**config.mk**
```make
export PLATFORM = sky130hd
export DESIGN_NAME = afu_top
export DESIGN_NICKNAME = d
export VERILOG_FILES = /design/src/hw/afu_pkg.sv /design/src/hw/lmem_if.sv /design/src/hw/afu_top.sv /design/src/hw/cmd_ctrl.sv /design/src/hw/host_to_local.sv /design/src/hw/lmem_port.sv /design/src/hw/local_to_host.sv /design/src/hw/sync_fifo.sv
export SDC_FILE = /design/constraint.sdc
export NUM_CORES = 2
export LEC_CHECK = 0
export BUFFER_PORTS_ARGS = -buffer_cell sky130_fd_sc_hd__clkbuf_2
export CORE_MARGIN = 4
export CORE_UTILIZATION = 40
export DETAILED_ROUTE_END_ITERATION = 16
export GPL_TIMING_DRIVEN = 0
export PLACE_DENSITY = 0.63
export SLEW_MARGIN = 20
export SYNTH_ARGS = -nofsm -noshare
export SYNTH_HDL_FRONTEND = slang
export SYNTH_SLANG_ARGS = --single-unit
```
**constraint.sdc**
```tcl
create_clock -name clk -period 9.1 [get_ports clk]
set_input_delay 0.455 -clock clk [delete_from_list [all_inputs] [get_ports clk]]
set_output_delay 0.455 -clock clk [all_outputs]
set_load 0.1 [all_outputs]
```
**src/hw/afu_pkg.sv**
```systemverilog
package afu_pkg;

  typedef logic [63:0] line_t;
  typedef logic [31:0] host_addr_t;
  typedef logic [15:0] lmem_addr_t;  // Also line count and tag
  typedef logic [15:0] mmio_addr_t;

  typedef enum logic [1:0] {
    CMD_NONE      = 2'd0,
    CMD_MEM_READ  = 2'd1,
    CMD_MEM_WRITE = 2'd2
  } cmd_e;

  // Encodings line up with cmd_e
  typedef enum logic [1:0] {
    ST_IDLE      = 2'd0,
    ST_MEM_READ  = 2'd1,
    ST_MEM_WRITE = 2'd2
  } state_e;

  localparam mmio_addr_t MMIO_AFU_ID_L = 16'h0002;
  localparam mmio_addr_t MMIO_AFU_ID_H = 16'h0004;
  localparam mmio_addr_t MMIO_CMD_TYPE = 16'h0010;
  localparam mmio_addr_t MMIO_CMD_ARG0 = 16'h0012;  // Host base
  localparam mmio_addr_t MMIO_CMD_ARG1 = 16'h0014;  // Local base
  localparam mmio_addr_t MMIO_CMD_ARG2 = 16'h0016;  // Line count
  localparam mmio_addr_t MMIO_STATUS   = 16'h0018;

  localparam logic [127:0] AFU_ID = 128'h4c1d7a20_93e64f58_b0a26d3e_915c0f87;

endpackage

```
**src/hw/lmem_if.sv**
```systemverilog
`timescale 1ns/1ps

interface lmem_if;
  import afu_pkg::*;

  logic       req_valid;
  logic       req_rw;     // 1 = write
  lmem_addr_t req_addr;
  line_t      req_data;
  lmem_addr_t req_tag;
  logic       req_ready;

  logic       rsp_valid;
  line_t      rsp_data;
  lmem_addr_t rsp_tag;
  logic       rsp_ready;

  modport engine (
    output req_valid, req_rw, req_addr, req_data, req_tag, rsp_ready,
    input  req_ready, rsp_valid, rsp_data, rsp_tag
  );

  modport port (
    input  req_valid, req_rw, req_addr, req_data, req_tag, rsp_ready,
    output req_ready, rsp_valid, rsp_data, rsp_tag
  );

endinterface

```
**src/hw/afu_top.sv**
```systemverilog
`timescale 1ns/1ps

module afu_top #(
  parameter int WINDOW     = 8,
  parameter int RD_QUEUE   = 4,
  parameter int WR_PENDING = 16
) (
  input  logic                      clk,
  input  logic                      reset,
  input  logic                      mmio_wr_valid,
  input  logic                      mmio_rd_valid,
  input  afu_pkg::mmio_addr_t       mmio_addr,
  input  logic [63:0]               mmio_wdata,
  input  logic [8:0]                mmio_tid,
  output logic                      mmio_rsp_valid,
  output logic [8:0]                mmio_rsp_tid,
  output logic [63:0]               mmio_rdata,
  output logic                      host_rd_req_valid,
  output afu_pkg::host_addr_t       host_rd_req_addr,
  output logic [$clog2(WINDOW)-1:0] host_rd_req_tag,
  input  logic                      host_rd_almost_full,
  input  logic                      host_rd_rsp_valid,
  input  logic [$clog2(WINDOW)-1:0] host_rd_rsp_tag,
  input  afu_pkg::line_t            host_rd_rsp_data,
  output logic                      host_wr_req_valid,
  output afu_pkg::host_addr_t       host_wr_req_addr,
  output afu_pkg::line_t            host_wr_req_data,
  input  logic                      host_wr_almost_full,
  input  logic                      host_wr_rsp_valid,
  output logic                      mem_read,
  output logic                      mem_write,
  output afu_pkg::lmem_addr_t       mem_address,
  output afu_pkg::line_t            mem_writedata,
  input  logic                      mem_waitrequest,
  input  afu_pkg::line_t            mem_readdata,
  input  logic                      mem_readdatavalid
);
  import afu_pkg::*;

  logic       cmd_start;
  cmd_e       cmd_kind;
  host_addr_t host_base;
  lmem_addr_t lmem_base;
  lmem_addr_t line_count;
  logic       wr_done;
  logic       rd_done;

  lmem_if wr_path ();
  lmem_if rd_path ();

  cmd_ctrl u_ctrl (
    .clk            (clk),
    .reset          (reset),
    .mmio_wr_valid  (mmio_wr_valid),
    .mmio_rd_valid  (mmio_rd_valid),
    .mmio_addr      (mmio_addr),
    .mmio_wdata     (mmio_wdata),
    .mmio_tid       (mmio_tid),
    .wr_done        (wr_done),
    .rd_done        (rd_done),
    .mmio_rsp_valid (mmio_rsp_valid),
    .mmio_rsp_tid   (mmio_rsp_tid),
    .mmio_rdata     (mmio_rdata),
    .state          (),
    .cmd_start      (cmd_start),
    .cmd_kind       (cmd_kind),
    .host_base      (host_base),
    .lmem_base      (lmem_base),
    .line_count     (line_count)
  );

  host_to_local #(.WINDOW (WINDOW)) u_h2l (
    .clk                 (clk),
    .reset               (reset),
    .cmd_start           (cmd_start),
    .cmd_kind            (cmd_kind),
    .host_base           (host_base),
    .lmem_base           (lmem_base),
    .line_count          (line_count),
    .host_rd_almost_full (host_rd_almost_full),
    .host_rd_rsp_valid   (host_rd_rsp_valid),
    .host_rd_rsp_tag     (host_rd_rsp_tag),
    .host_rd_rsp_data    (host_rd_rsp_data),
    .host_rd_req_valid   (host_rd_req_valid),
    .host_rd_req_addr    (host_rd_req_addr),
    .host_rd_req_tag     (host_rd_req_tag),
    .done                (wr_done),
    .lmem                (wr_path)
  );

  local_to_host #(.WR_PENDING (WR_PENDING)) u_l2h (
    .clk                 (clk),
    .reset               (reset),
    .cmd_start           (cmd_start),
    .cmd_kind            (cmd_kind),
    .host_base           (host_base),
    .lmem_base           (lmem_base),
    .line_count          (line_count),
    .host_wr_almost_full (host_wr_almost_full),
    .host_wr_rsp_valid   (host_wr_rsp_valid),
    .host_wr_req_valid   (host_wr_req_valid),
    .host_wr_req_addr    (host_wr_req_addr),
    .host_wr_req_data    (host_wr_req_data),
    .done                (rd_done),
    .lmem                (rd_path)
  );

  lmem_port #(.RD_QUEUE (RD_QUEUE)) u_port (
    .clk               (clk),
    .reset             (reset),
    .mem_waitrequest   (mem_waitrequest),
    .mem_readdata      (mem_readdata),
    .mem_readdatavalid (mem_readdatavalid),
    .mem_read          (mem_read),
    .mem_write         (mem_write),
    .mem_address       (mem_address),
    .mem_writedata     (mem_writedata),
    .wr_path           (wr_path),
    .rd_path           (rd_path)
  );

endmodule

```
**src/hw/cmd_ctrl.sv**
```systemverilog
`timescale 1ns/1ps

module cmd_ctrl (
  input  logic                clk,
  input  logic                reset,
  input  logic                mmio_wr_valid,
  input  logic                mmio_rd_valid,
  input  afu_pkg::mmio_addr_t mmio_addr,
  input  logic [63:0]         mmio_wdata,
  input  logic [8:0]          mmio_tid,
  input  logic                wr_done,
  input  logic                rd_done,
  output logic                mmio_rsp_valid,
  output logic [8:0]          mmio_rsp_tid,
  output logic [63:0]         mmio_rdata,
  output afu_pkg::state_e     state,
  output logic                cmd_start,
  output afu_pkg::cmd_e       cmd_kind,
  output afu_pkg::host_addr_t host_base,
  output afu_pkg::lmem_addr_t lmem_base,
  output afu_pkg::lmem_addr_t line_count
);
  import afu_pkg::*;

  logic cmd_wr;

  assign cmd_wr    = mmio_wr_valid && (mmio_addr == MMIO_CMD_TYPE);
  assign cmd_kind  = cmd_e'(mmio_wdata[1:0]);
  // Commands outside idle are dropped
  assign cmd_start = cmd_wr && (state == ST_IDLE)
                     && (cmd_kind == CMD_MEM_READ || cmd_kind == CMD_MEM_WRITE);

  always_ff @(posedge clk) begin
    if (mmio_wr_valid) begin
      case (mmio_addr)
        MMIO_CMD_ARG0: host_base  <= mmio_wdata[31:0];
        MMIO_CMD_ARG1: lmem_base  <= mmio_wdata[15:0];
        MMIO_CMD_ARG2: line_count <= mmio_wdata[15:0];
        default: ;
      endcase
    end
  end

  always_ff @(posedge clk) begin
    if (reset)
      mmio_rsp_valid <= 1'b0;
    else
      mmio_rsp_valid <= mmio_rd_valid;
  end

  always_ff @(posedge clk) begin
    if (mmio_rd_valid) begin
      mmio_rsp_tid <= mmio_tid;
      case (mmio_addr)
        MMIO_AFU_ID_L: mmio_rdata <= AFU_ID[63:0];
        MMIO_AFU_ID_H: mmio_rdata <= AFU_ID[127:64];
        MMIO_STATUS:   mmio_rdata <= 64'(state);
        default:       mmio_rdata <= '0;
      endcase
    end
  end

  always_ff @(posedge clk) begin
    if (reset) begin
      state <= ST_IDLE;
    end else begin
      case (state)
        ST_IDLE:      if (cmd_start) state <= state_e'(cmd_kind);
        ST_MEM_READ:  if (rd_done) state <= ST_IDLE;
        ST_MEM_WRITE: if (wr_done) state <= ST_IDLE;
        default:      state <= ST_IDLE;
      endcase
    end
  end

  // Stale done from the last copy would end the new one at once
  assert property (@(posedge clk) disable iff (reset)
    cmd_start |=> ((state == ST_MEM_WRITE) ? !wr_done : !rd_done));

endmodule

```
**src/hw/host_to_local.sv**
```systemverilog
`timescale 1ns/1ps

module host_to_local #(
  parameter int WINDOW = 8
) (
  input  logic                      clk,
  input  logic                      reset,
  input  logic                      cmd_start,
  input  afu_pkg::cmd_e             cmd_kind,
  input  afu_pkg::host_addr_t       host_base,
  input  afu_pkg::lmem_addr_t       lmem_base,
  input  afu_pkg::lmem_addr_t       line_count,
  input  logic                      host_rd_almost_full,
  input  logic                      host_rd_rsp_valid,
  input  logic [$clog2(WINDOW)-1:0] host_rd_rsp_tag,
  input  afu_pkg::line_t            host_rd_rsp_data,
  output logic                      host_rd_req_valid,
  output afu_pkg::host_addr_t       host_rd_req_addr,
  output logic [$clog2(WINDOW)-1:0] host_rd_req_tag,
  output logic                      done,
  lmem_if.engine                    lmem
);
  import afu_pkg::*;

  localparam int QDEPTH = 2 * WINDOW;
  localparam int TAGW   = $clog2(WINDOW);
  localparam int PW     = $clog2(QDEPTH + 1);

  logic            start;
  logic            issuing;
  logic            req_wait;    // Window sent, waiting for its responses
  logic            q_pop;
  logic            q_empty;
  logic            q_full;
  logic [TAGW-1:0] rsp_ctr;
  logic [PW-1:0]   pending;
  lmem_addr_t      req_ctr;
  lmem_addr_t      wr_ctr;
  lmem_addr_t      win_base;
  lmem_addr_t      last_idx;
  lmem_addr_t      q_addr;
  line_t           q_data;

  assign start             = cmd_start && (cmd_kind == CMD_MEM_WRITE);
  assign last_idx          = line_count - 16'd1;
  assign host_rd_req_valid = issuing && !req_wait && (pending != PW'(QDEPTH))
                             && !host_rd_almost_full;
  assign host_rd_req_tag   = req_ctr[TAGW-1:0];
  assign q_pop             = lmem.req_valid && lmem.req_ready;

  always_ff @(posedge clk) begin
    if (reset) begin
      issuing  <= 1'b0;
      req_wait <= 1'b0;
      rsp_ctr  <= '0;
      pending  <= '0;
      done     <= 1'b0;
    end else begin
      pending <= pending + PW'(host_rd_req_valid) - PW'(q_pop);
      if (start) begin
        issuing  <= 1'b1;
        req_wait <= 1'b0;
        rsp_ctr  <= '0;
        done     <= 1'b0;
      end else begin
        if (host_rd_req_valid && req_ctr == last_idx) issuing <= 1'b0;
        if (host_rd_req_valid && host_rd_req_tag == TAGW'(WINDOW - 1)) req_wait <= 1'b1;
        if (host_rd_rsp_valid) begin
          rsp_ctr <= rsp_ctr + 1'b1;
          if (rsp_ctr == TAGW'(WINDOW - 1)) req_wait <= 1'b0;
        end
        if (q_pop && wr_ctr == last_idx) done <= 1'b1;
      end
    end
  end

  always_ff @(posedge clk) begin
    if (start) begin
      host_rd_req_addr <= host_base;
      req_ctr          <= '0;
      wr_ctr           <= '0;
      win_base         <= lmem_base;
    end else begin
      if (host_rd_req_valid) begin
        host_rd_req_addr <= host_rd_req_addr + 32'd1;
        req_ctr          <= req_ctr + 16'd1;
      end
      if (host_rd_rsp_valid && rsp_ctr == TAGW'(WINDOW - 1))
        win_base <= win_base + lmem_addr_t'(WINDOW);
      if (q_pop) wr_ctr <= wr_ctr + 16'd1;
    end
  end

  // Reorder queue, each line carries its final local address
  sync_fifo #(
    .DEPTH (QDEPTH),
    .WIDTH ($bits(line_t) + $bits(lmem_addr_t))
  ) u_reorder_q (
    .clk   (clk),
    .reset (reset),
    .push  (host_rd_rsp_valid),
    .pop   (q_pop),
    .din   ({host_rd_rsp_data, win_base + lmem_addr_t'(host_rd_rsp_tag)}),
    .dout  ({q_data, q_addr}),
    .empty (q_empty),
    .full  (q_full)
  );

  assign lmem.req_valid = !q_empty;
  assign lmem.req_rw    = 1'b1;
  assign lmem.req_addr  = q_addr;
  assign lmem.req_data  = q_data;
  assign lmem.req_tag   = wr_ctr;
  assign lmem.rsp_ready = 1'b1;

  // Pending limit must keep host responses from overrunning the queue
  assert property (@(posedge clk) disable iff (reset) host_rd_rsp_valid |-> !q_full);

endmodule

```
**src/hw/lmem_port.sv**
```systemverilog
`timescale 1ns/1ps

module lmem_port #(
  parameter int RD_QUEUE = 4
) (
  input  logic                clk,
  input  logic                reset,
  input  logic                mem_waitrequest,
  input  afu_pkg::line_t      mem_readdata,
  input  logic                mem_readdatavalid,
  output logic                mem_read,
  output logic                mem_write,
  output afu_pkg::lmem_addr_t mem_address,
  output afu_pkg::line_t      mem_writedata,
  lmem_if.port                wr_path,
  lmem_if.port                rd_path
);
  import afu_pkg::*;

  logic tq_full;
  logic tq_empty;
  logic dq_empty;
  logic rsp_fire;

  // Writes win, reads wait for a free tag slot
  assign mem_write     = wr_path.req_valid && wr_path.req_rw;
  assign mem_read      = !mem_write && rd_path.req_valid && !rd_path.req_rw && !tq_full;
  assign mem_address   = mem_write ? wr_path.req_addr : rd_path.req_addr;
  assign mem_writedata = wr_path.req_data;

  assign wr_path.req_ready = !mem_waitrequest;
  assign wr_path.rsp_valid = 1'b0;  // Writes are not answered
  assign wr_path.rsp_data  = '0;
  assign wr_path.rsp_tag   = '0;

  assign rd_path.req_ready = !mem_waitrequest && !mem_write && !tq_full;
  assign rd_path.rsp_valid = !dq_empty;
  assign rsp_fire          = rd_path.rsp_valid && rd_path.rsp_ready;

  // Tag stays queued until its line is taken, so at most RD_QUEUE lines are held
  sync_fifo #(
    .DEPTH (RD_QUEUE),
    .WIDTH ($bits(lmem_addr_t))
  ) u_tag_q (
    .clk   (clk),
    .reset (reset),
    .push  (mem_read && !mem_waitrequest),
    .pop   (rsp_fire),
    .din   (rd_path.req_tag),
    .dout  (rd_path.rsp_tag),
    .empty (tq_empty),
    .full  (tq_full)
  );

  // Return data buffer
  sync_fifo #(
    .DEPTH (RD_QUEUE),
    .WIDTH ($bits(line_t))
  ) u_data_q (
    .clk   (clk),
    .reset (reset),
    .push  (mem_readdatavalid),
    .pop   (rsp_fire),
    .din   (mem_readdata),
    .dout  (rd_path.rsp_data),
    .empty (dq_empty),
    .full  ()
  );

  assert property (@(posedge clk) disable iff (reset) mem_readdatavalid |-> !tq_empty);

endmodule

```
**src/hw/local_to_host.sv**
```systemverilog
`timescale 1ns/1ps

module local_to_host #(
  parameter int WR_PENDING = 16
) (
  input  logic                clk,
  input  logic                reset,
  input  logic                cmd_start,
  input  afu_pkg::cmd_e       cmd_kind,
  input  afu_pkg::host_addr_t host_base,
  input  afu_pkg::lmem_addr_t lmem_base,
  input  afu_pkg::lmem_addr_t line_count,
  input  logic                host_wr_almost_full,
  input  logic                host_wr_rsp_valid,
  output logic                host_wr_req_valid,
  output afu_pkg::host_addr_t host_wr_req_addr,
  output afu_pkg::line_t      host_wr_req_data,
  output logic                done,
  lmem_if.engine              lmem
);
  import afu_pkg::*;

  localparam int PW = $clog2(WR_PENDING + 1);

  logic          start;
  logic          reading;
  logic          rd_fire;
  logic          rsp_fire;
  logic [PW-1:0] pending;  // Unacknowledged host writes
  lmem_addr_t    rd_ctr;
  lmem_addr_t    wr_left;
  lmem_addr_t    last_idx;

  assign start    = cmd_start && (cmd_kind == CMD_MEM_READ);
  assign last_idx = line_count - 16'd1;
  assign rd_fire  = lmem.req_valid && lmem.req_ready;
  assign rsp_fire = lmem.rsp_valid && lmem.rsp_ready;
  assign done     = (wr_left == '0) && (pending == '0);

  assign lmem.req_valid = reading;
  assign lmem.req_rw    = 1'b0;
  assign lmem.req_addr  = lmem_base + rd_ctr;
  assign lmem.req_data  = '0;
  assign lmem.req_tag   = rd_ctr;  // Line index
  assign lmem.rsp_ready = !host_wr_almost_full && (pending != PW'(WR_PENDING));

  always_ff @(posedge clk) begin
    if (reset) begin
      reading           <= 1'b0;
      host_wr_req_valid <= 1'b0;
      pending           <= '0;
      wr_left           <= '0;
    end else begin
      host_wr_req_valid <= rsp_fire;
      pending <= pending + PW'(rsp_fire) - PW'(host_wr_rsp_valid);
      if (start) begin
        reading <= 1'b1;
        wr_left <= line_count;
      end else begin
        if (rd_fire && rd_ctr == last_idx) reading <= 1'b0;
        if (host_wr_req_valid) wr_left <= wr_left - 16'd1;
      end
    end
  end

  always_ff @(posedge clk) begin
    if (start)
      rd_ctr <= '0;
    else if (rd_fire)
      rd_ctr <= rd_ctr + 16'd1;
    host_wr_req_addr <= host_base + host_addr_t'(lmem.rsp_tag);
    host_wr_req_data <= lmem.rsp_data;
  end

  assert property (@(posedge clk) disable iff (reset) host_wr_rsp_valid |-> pending != '0);

endmodule

```
**src/hw/sync_fifo.sv**
```systemverilog
`timescale 1ns/1ps

module sync_fifo #(
  parameter int DEPTH = 4,
  parameter int WIDTH = 8
) (
  input  logic             clk,
  input  logic             reset,
  input  logic             push,
  input  logic             pop,
  input  logic [WIDTH-1:0] din,
  output logic [WIDTH-1:0] dout,
  output logic             empty,
  output logic             full
);
  localparam int AW = $clog2(DEPTH);

  logic [WIDTH-1:0] mem [DEPTH];
  logic [AW-1:0]    rd_ptr;
  logic [AW-1:0]    wr_ptr;
  logic [AW:0]      count;
  logic             do_push;
  logic             do_pop;

  assign do_push = push && !full;
  assign do_pop  = pop && !empty;
  assign empty   = (count == '0);
  assign full    = (count == (AW+1)'(DEPTH));
  assign dout    = mem[rd_ptr];  // First word falls through

  always_ff @(posedge clk) begin
    if (reset) begin
      rd_ptr <= '0;
      wr_ptr <= '0;
      count  <= '0;
    end else begin
      if (do_push)
        wr_ptr <= (wr_ptr == AW'(DEPTH - 1)) ? '0 : wr_ptr + 1'b1;
      if (do_pop)
        rd_ptr <= (rd_ptr == AW'(DEPTH - 1)) ? '0 : rd_ptr + 1'b1;
      count <= count + (AW+1)'(do_push) - (AW+1)'(do_pop);
    end
  end

  always_ff @(posedge clk) begin
    if (do_push)
      mem[wr_ptr] <= din;
  end

endmodule

```
==> impl_metrics.yaml <==
routing:
  wl_per_cell_um: 25.7
  via_per_inst: 5.39
  drt_iter0_drc: 3882
  wl_met2_mm: 96.4
  ant_nets: 0
  wl_met1_mm: 80.9
  drc: 0
  wl_met3_mm: 11.2
  via_count: 40800
  routed_wl_mm: 194
  top_layer_used: "met5"
  firstDrtPassIters: 7
critical_path:
  required_ns: 8.65
  r2r_end: "u_l2h.host_wr_req_addr[21]$_DFF_P_"
  path_class: "flip-flop to primary output"
  worstPathCellList: "ha_1, inv_1, fa_1, nor2b_1, o21a_1, o21ai_0, a2111oi_0, o31a_1, nor3_1, o31ai_1, clkbuf_2"
  slowest_stage: "a2111oi_0"
  critPathLaunchType: "flip-flop"
  critPathMaxStageDelay_ns: 0.84
  r2r_setup_slack_ns: 4.17
  worstPathArrival_ns: 5.04
  worst_r2r_path_depth: 10
  cp_top_family: "compound AO/OA/AOI/OAI gates"
  path_max_fanout: 9
  critPathBufInv: 2
  endpoint_kind: "primary output"
cts:
  post-cts-setup-buffers: 0
  cts.sinks: 1940
  cts_buffers: 198
  h-tree-depth: 4
  clock_latency_ns: 0.85
  clock-root-buffer: "clkbuf_16"
  cts_hold_repair.buffers: 171
  cts_tree: "yes"
  clk_pin_slew_ns: 0.06
  cts_repair_resize_count: 0
  cts_buffer_depth: 3
power:
  comb_power_share_pct: 24.3
  total_leakage_power_nw: 31.0
  power_switching_share_pct: 32.4
  switchingPower_mw: 7.88
  powerDensity_nw_per_um2: 263
  internal_power_mw: 16.5
  share_seq_of_total_power_pct: 42.4
  ir_drop_mv: 0.289
  clockPowerShare_pct: 33.2
timing:
  layout_setup_ws_ns: 3.61
  rsz0062_at_grt: "no"
  worst_pin_slew_ns: 1.17
  max-slew-margin-rel_pct: 21.7
  fin_skew_ns: 0.0627
  final_hold_viol_count: 0
  fin_crit_sh_pct: 60.3
  fmax_mhz: 182
  finalCriticalPeriod_ns: 5.49
  setup_viol: 0
  slew_viol_final: 0
outcome:
  run_status: "finished, final reports clean"
synthesis:
  synth-seq-area-share_pct: 73.6
  yosys.cell_types.count: 78
  synth_edf_count: 1726
  syn_inst: 3919
  yosysWarnings: 0
  ys_ff_latch: 1940
  synth-main-ff-cell: "edfxtp_1"
  avgSynthCellArea_sq_um: 19.5
  syn-cell-area_sq_um: 76200
  synth-async-reset-ratio_pct: 0
floorplan:
  dieHeight_um: 445
  start_util_pct: 40.4
  die_w_um: 445
  io_pins: 519
  rows: 159
  core_area_sq_um: 189000
  dieArea_sq_um: 198000
placement:
  place_ws_ns: 4.20
  numPortBuffers: 467
  hpwl_mm: 131
  gp_congestion: 0.852
  placed_cell_area_sq_um: 84200
grt:
  antenna_found_initial: 15
  grt_max_degree: 43
  gr-total-overflow: 0
  track_usage_pct: 19.5
  grt_pass1_wl_mm: 284
  grt_pass1_vias: 41700
hold_path:
  min_path_cells: 3
  hp-class: "primary input to flip-flop"
  hold_end: "u_h2l.rsp_ctr[0]$_SDFFE_PP0P_"
  worst_hold_startpoint: "host_rd_rsp_valid"
final_layout:
  nFillCells: 15400
  area_growth_pct: 21.4
  fin_area_sq_um: 92600
  multi_input_area_sq_um: 19100
  nets: 5223
  drive_above_1_share_pct: 30.3
  fin_util_pct: 49.1
  seqCellArea_sq_um: 56100
job:
  maxCapViolCount: 0
-- per-layer routing --
metal	up-vias	track usage, %
met5	-	0
met2	1420	32.8
li1	17700	-
met3	295	3.20
met1	21400	26.2
met4	8	5.91
-- synth_stat cells, types with 4 or more instances --
cell type,number,area share (%)
nor2b_1,20,0.16
or3_1,10,0.082
and2_1,15,0.12
edfxtp_1,1726,68
nor3_1,48,0.32
o21ai_0,70,0.46
and3_1,26,0.21
ha_1,83,1.4
a21o_1,10,0.098
and4_1,7,0.080
nand2_1,176,0.87
o311ai_0,8,0.092
o211ai_1,5,0.049
o21a_1,13,0.13
a21oi_1,63,0.41
or4_1,5,0.049
nor4b_1,5,0.057
xor2_1,79,0.91
a31oi_1,8,0.066
buf_1,39,0.19
nor2_1,173,0.85
or2_2,7,0.057
o31ai_1,7,0.069
xnor3_1,7,0.21
nor3b_1,10,0.098
nand3b_1,5,0.049
a211o_1,10,0.11
inv_1,68,0.33
o41ai_1,4,0.046
nand3_1,50,0.33
buf_4,62,0.61
xnor2_1,117,1.3
clkbuf_1,128,0.63
mux4_2,480,14
mux2i_1,9,0.12
fa_1,8,0.21
dfxtp_1,214,5.6
a211oi_1,30,0.30
nand2b_1,11,0.090
nor4_1,12,0.098
nand4_1,32,0.26
-- area by class of cell --
type / count / share of cell area, %
inverter: 70 / 0.284
tap: 2495 / 3.37
sequential: 1940 / 60.6
clock buffer: 245 / 5.71
antenna: 7 / 0.0189
clock inverter: 127 / 1.37
buffer: 232 / 1.26
timing repair buffer: 768 / 6.79
multi-input combinational: 1692 / 20.6
-- through the flow --
stage                     hold WS, ns  setup TNS [ns]  power [mW]  std cells
after floorplan                 0.443               0        14.9       3934
after global placement          0.491        -3465.55        16.4       6896
after detailed placement        0.502               0        16.5       7024
after CTS                     0.00133               0        24.6       7567
after global routing           0.0490               0        25.2       7572
final                          0.0870               0        24.4       7576
-- tightest hold or removal path: cells and delay by family --
| family | cells | cell delay [ns] |
|---|---|---|
| XOR/XNOR | 1 | 0.18 |
| buffers and inverters | 1 | 0.17 |
| AND/OR/NAND/NOR | 1 | 0.04 |
-- worst max path at each step --
stage / start / endpoint / slack [ns] / depth (start not counted)
2_1_floorplan: host_rd_rsp_valid / u_h2l.u_reorder_q.mem[3][0]$_DFFE_PP_ / 1.66 / 5
4_1_cts: flip-flop / mem_address[15] / 3.38 / 8
3_3_place_gp: host_rd_rsp_valid / u_h2l.u_reorder_q.mem[3][33]$_DFFE_PP_ / -6.60 / 5
5_1_grt: u_l2h.lmem.req_tag[0]$_SDFFE_PP0P_ / mem_address[12] / 3.35 / 11
3_5_place_dp: flip-flop / u_l2h.host_wr_req_addr[21]$_DFF_P_ / 4.20 / 10
6_report: u_l2h.lmem.req_tag[0]$_SDFFE_PP0P_ / mem_address[12] / 3.61 / 11
-- flip-flops by register name, summed over array words and instances, names as in the netlist, 5 cells and up, named ones only --
register,flops
u_l2h.lmem.req_tag,16
u_ctrl.host_base,32
u_h2l.req_ctr,16
u_port.u_data_q.mem,256
u_ctrl.mmio_rsp_tid,9
u_h2l.pending,5
u_ctrl.lmem_base,16
u_l2h.host_wr_req_addr,32
u_l2h.wr_left,16
u_port.u_tag_q.mem,64
u_h2l.win_base,16
u_l2h.host_wr_req_data,64
u_l2h.pending,5
u_ctrl.line_count,16
u_ctrl.mmio_rdata,5
u_h2l.lmem.req_tag,16
u_h2l.host_rd_req_addr,32
u_h2l.u_reorder_q.mem,1280
u_h2l.u_reorder_q.count,5
-- power by group through the flow --
stage	Sequential (mW)	Clock [mW]	Combinational, mW
floorplan	11.4	0	3.56
global placement	10.6	0	5.82
detailed placement	10.5	0	5.94
CTS	10.3	8.25	6.03
global route	10.4	8.65	6.22
finish	10.3	8.09	5.93
-- logic make-up after synthesis --
| group | count (synthesis) | synth area share [%] |
|---|---|---|
| muxes | 489 | 14.3 |
| and+or+nand+nor | 622 | 3.92 |
| xor gates and xnor gates | 204 | 2.49 |
| DFF | 1940 | 73.6 |
| AOI/OAI and AO/OA | 270 | 2.31 |
| other | 1 | 0.00492 |
| adders and majority gates | 91 | 1.57 |
| buffers and inverters | 302 | 1.81 |
-- placed cells by master, fill, tap and decap left out, types with 20 or more instances in the layout --
cell,synthesis,final
nor2_1,173,161
ha_1,83,83
clkinv_1,2,33
a21oi_1,63,63
xor2_1,79,78
nand3_1,50,50
and3_1,26,21
inv_1,68,68
buf_16,0,43
edfxtp_1,1726,1726
clkbuf_2,0,501
xnor2_1,117,104
buf_1,39,25
a211oi_1,30,30
mux4_2,480,480
dfxtp_1,214,214
nor3_1,48,44
buf_12,0,29
nor2b_1,20,20
clkinv_2,0,52
nand2_1,176,175
clkbuf_1,128,137
buf_4,62,111
nand4_1,32,32
dlygate4sd3_1,0,171
clkbuf_16,0,199
o21ai_0,70,70
Power figures use the tool's default switching activity.
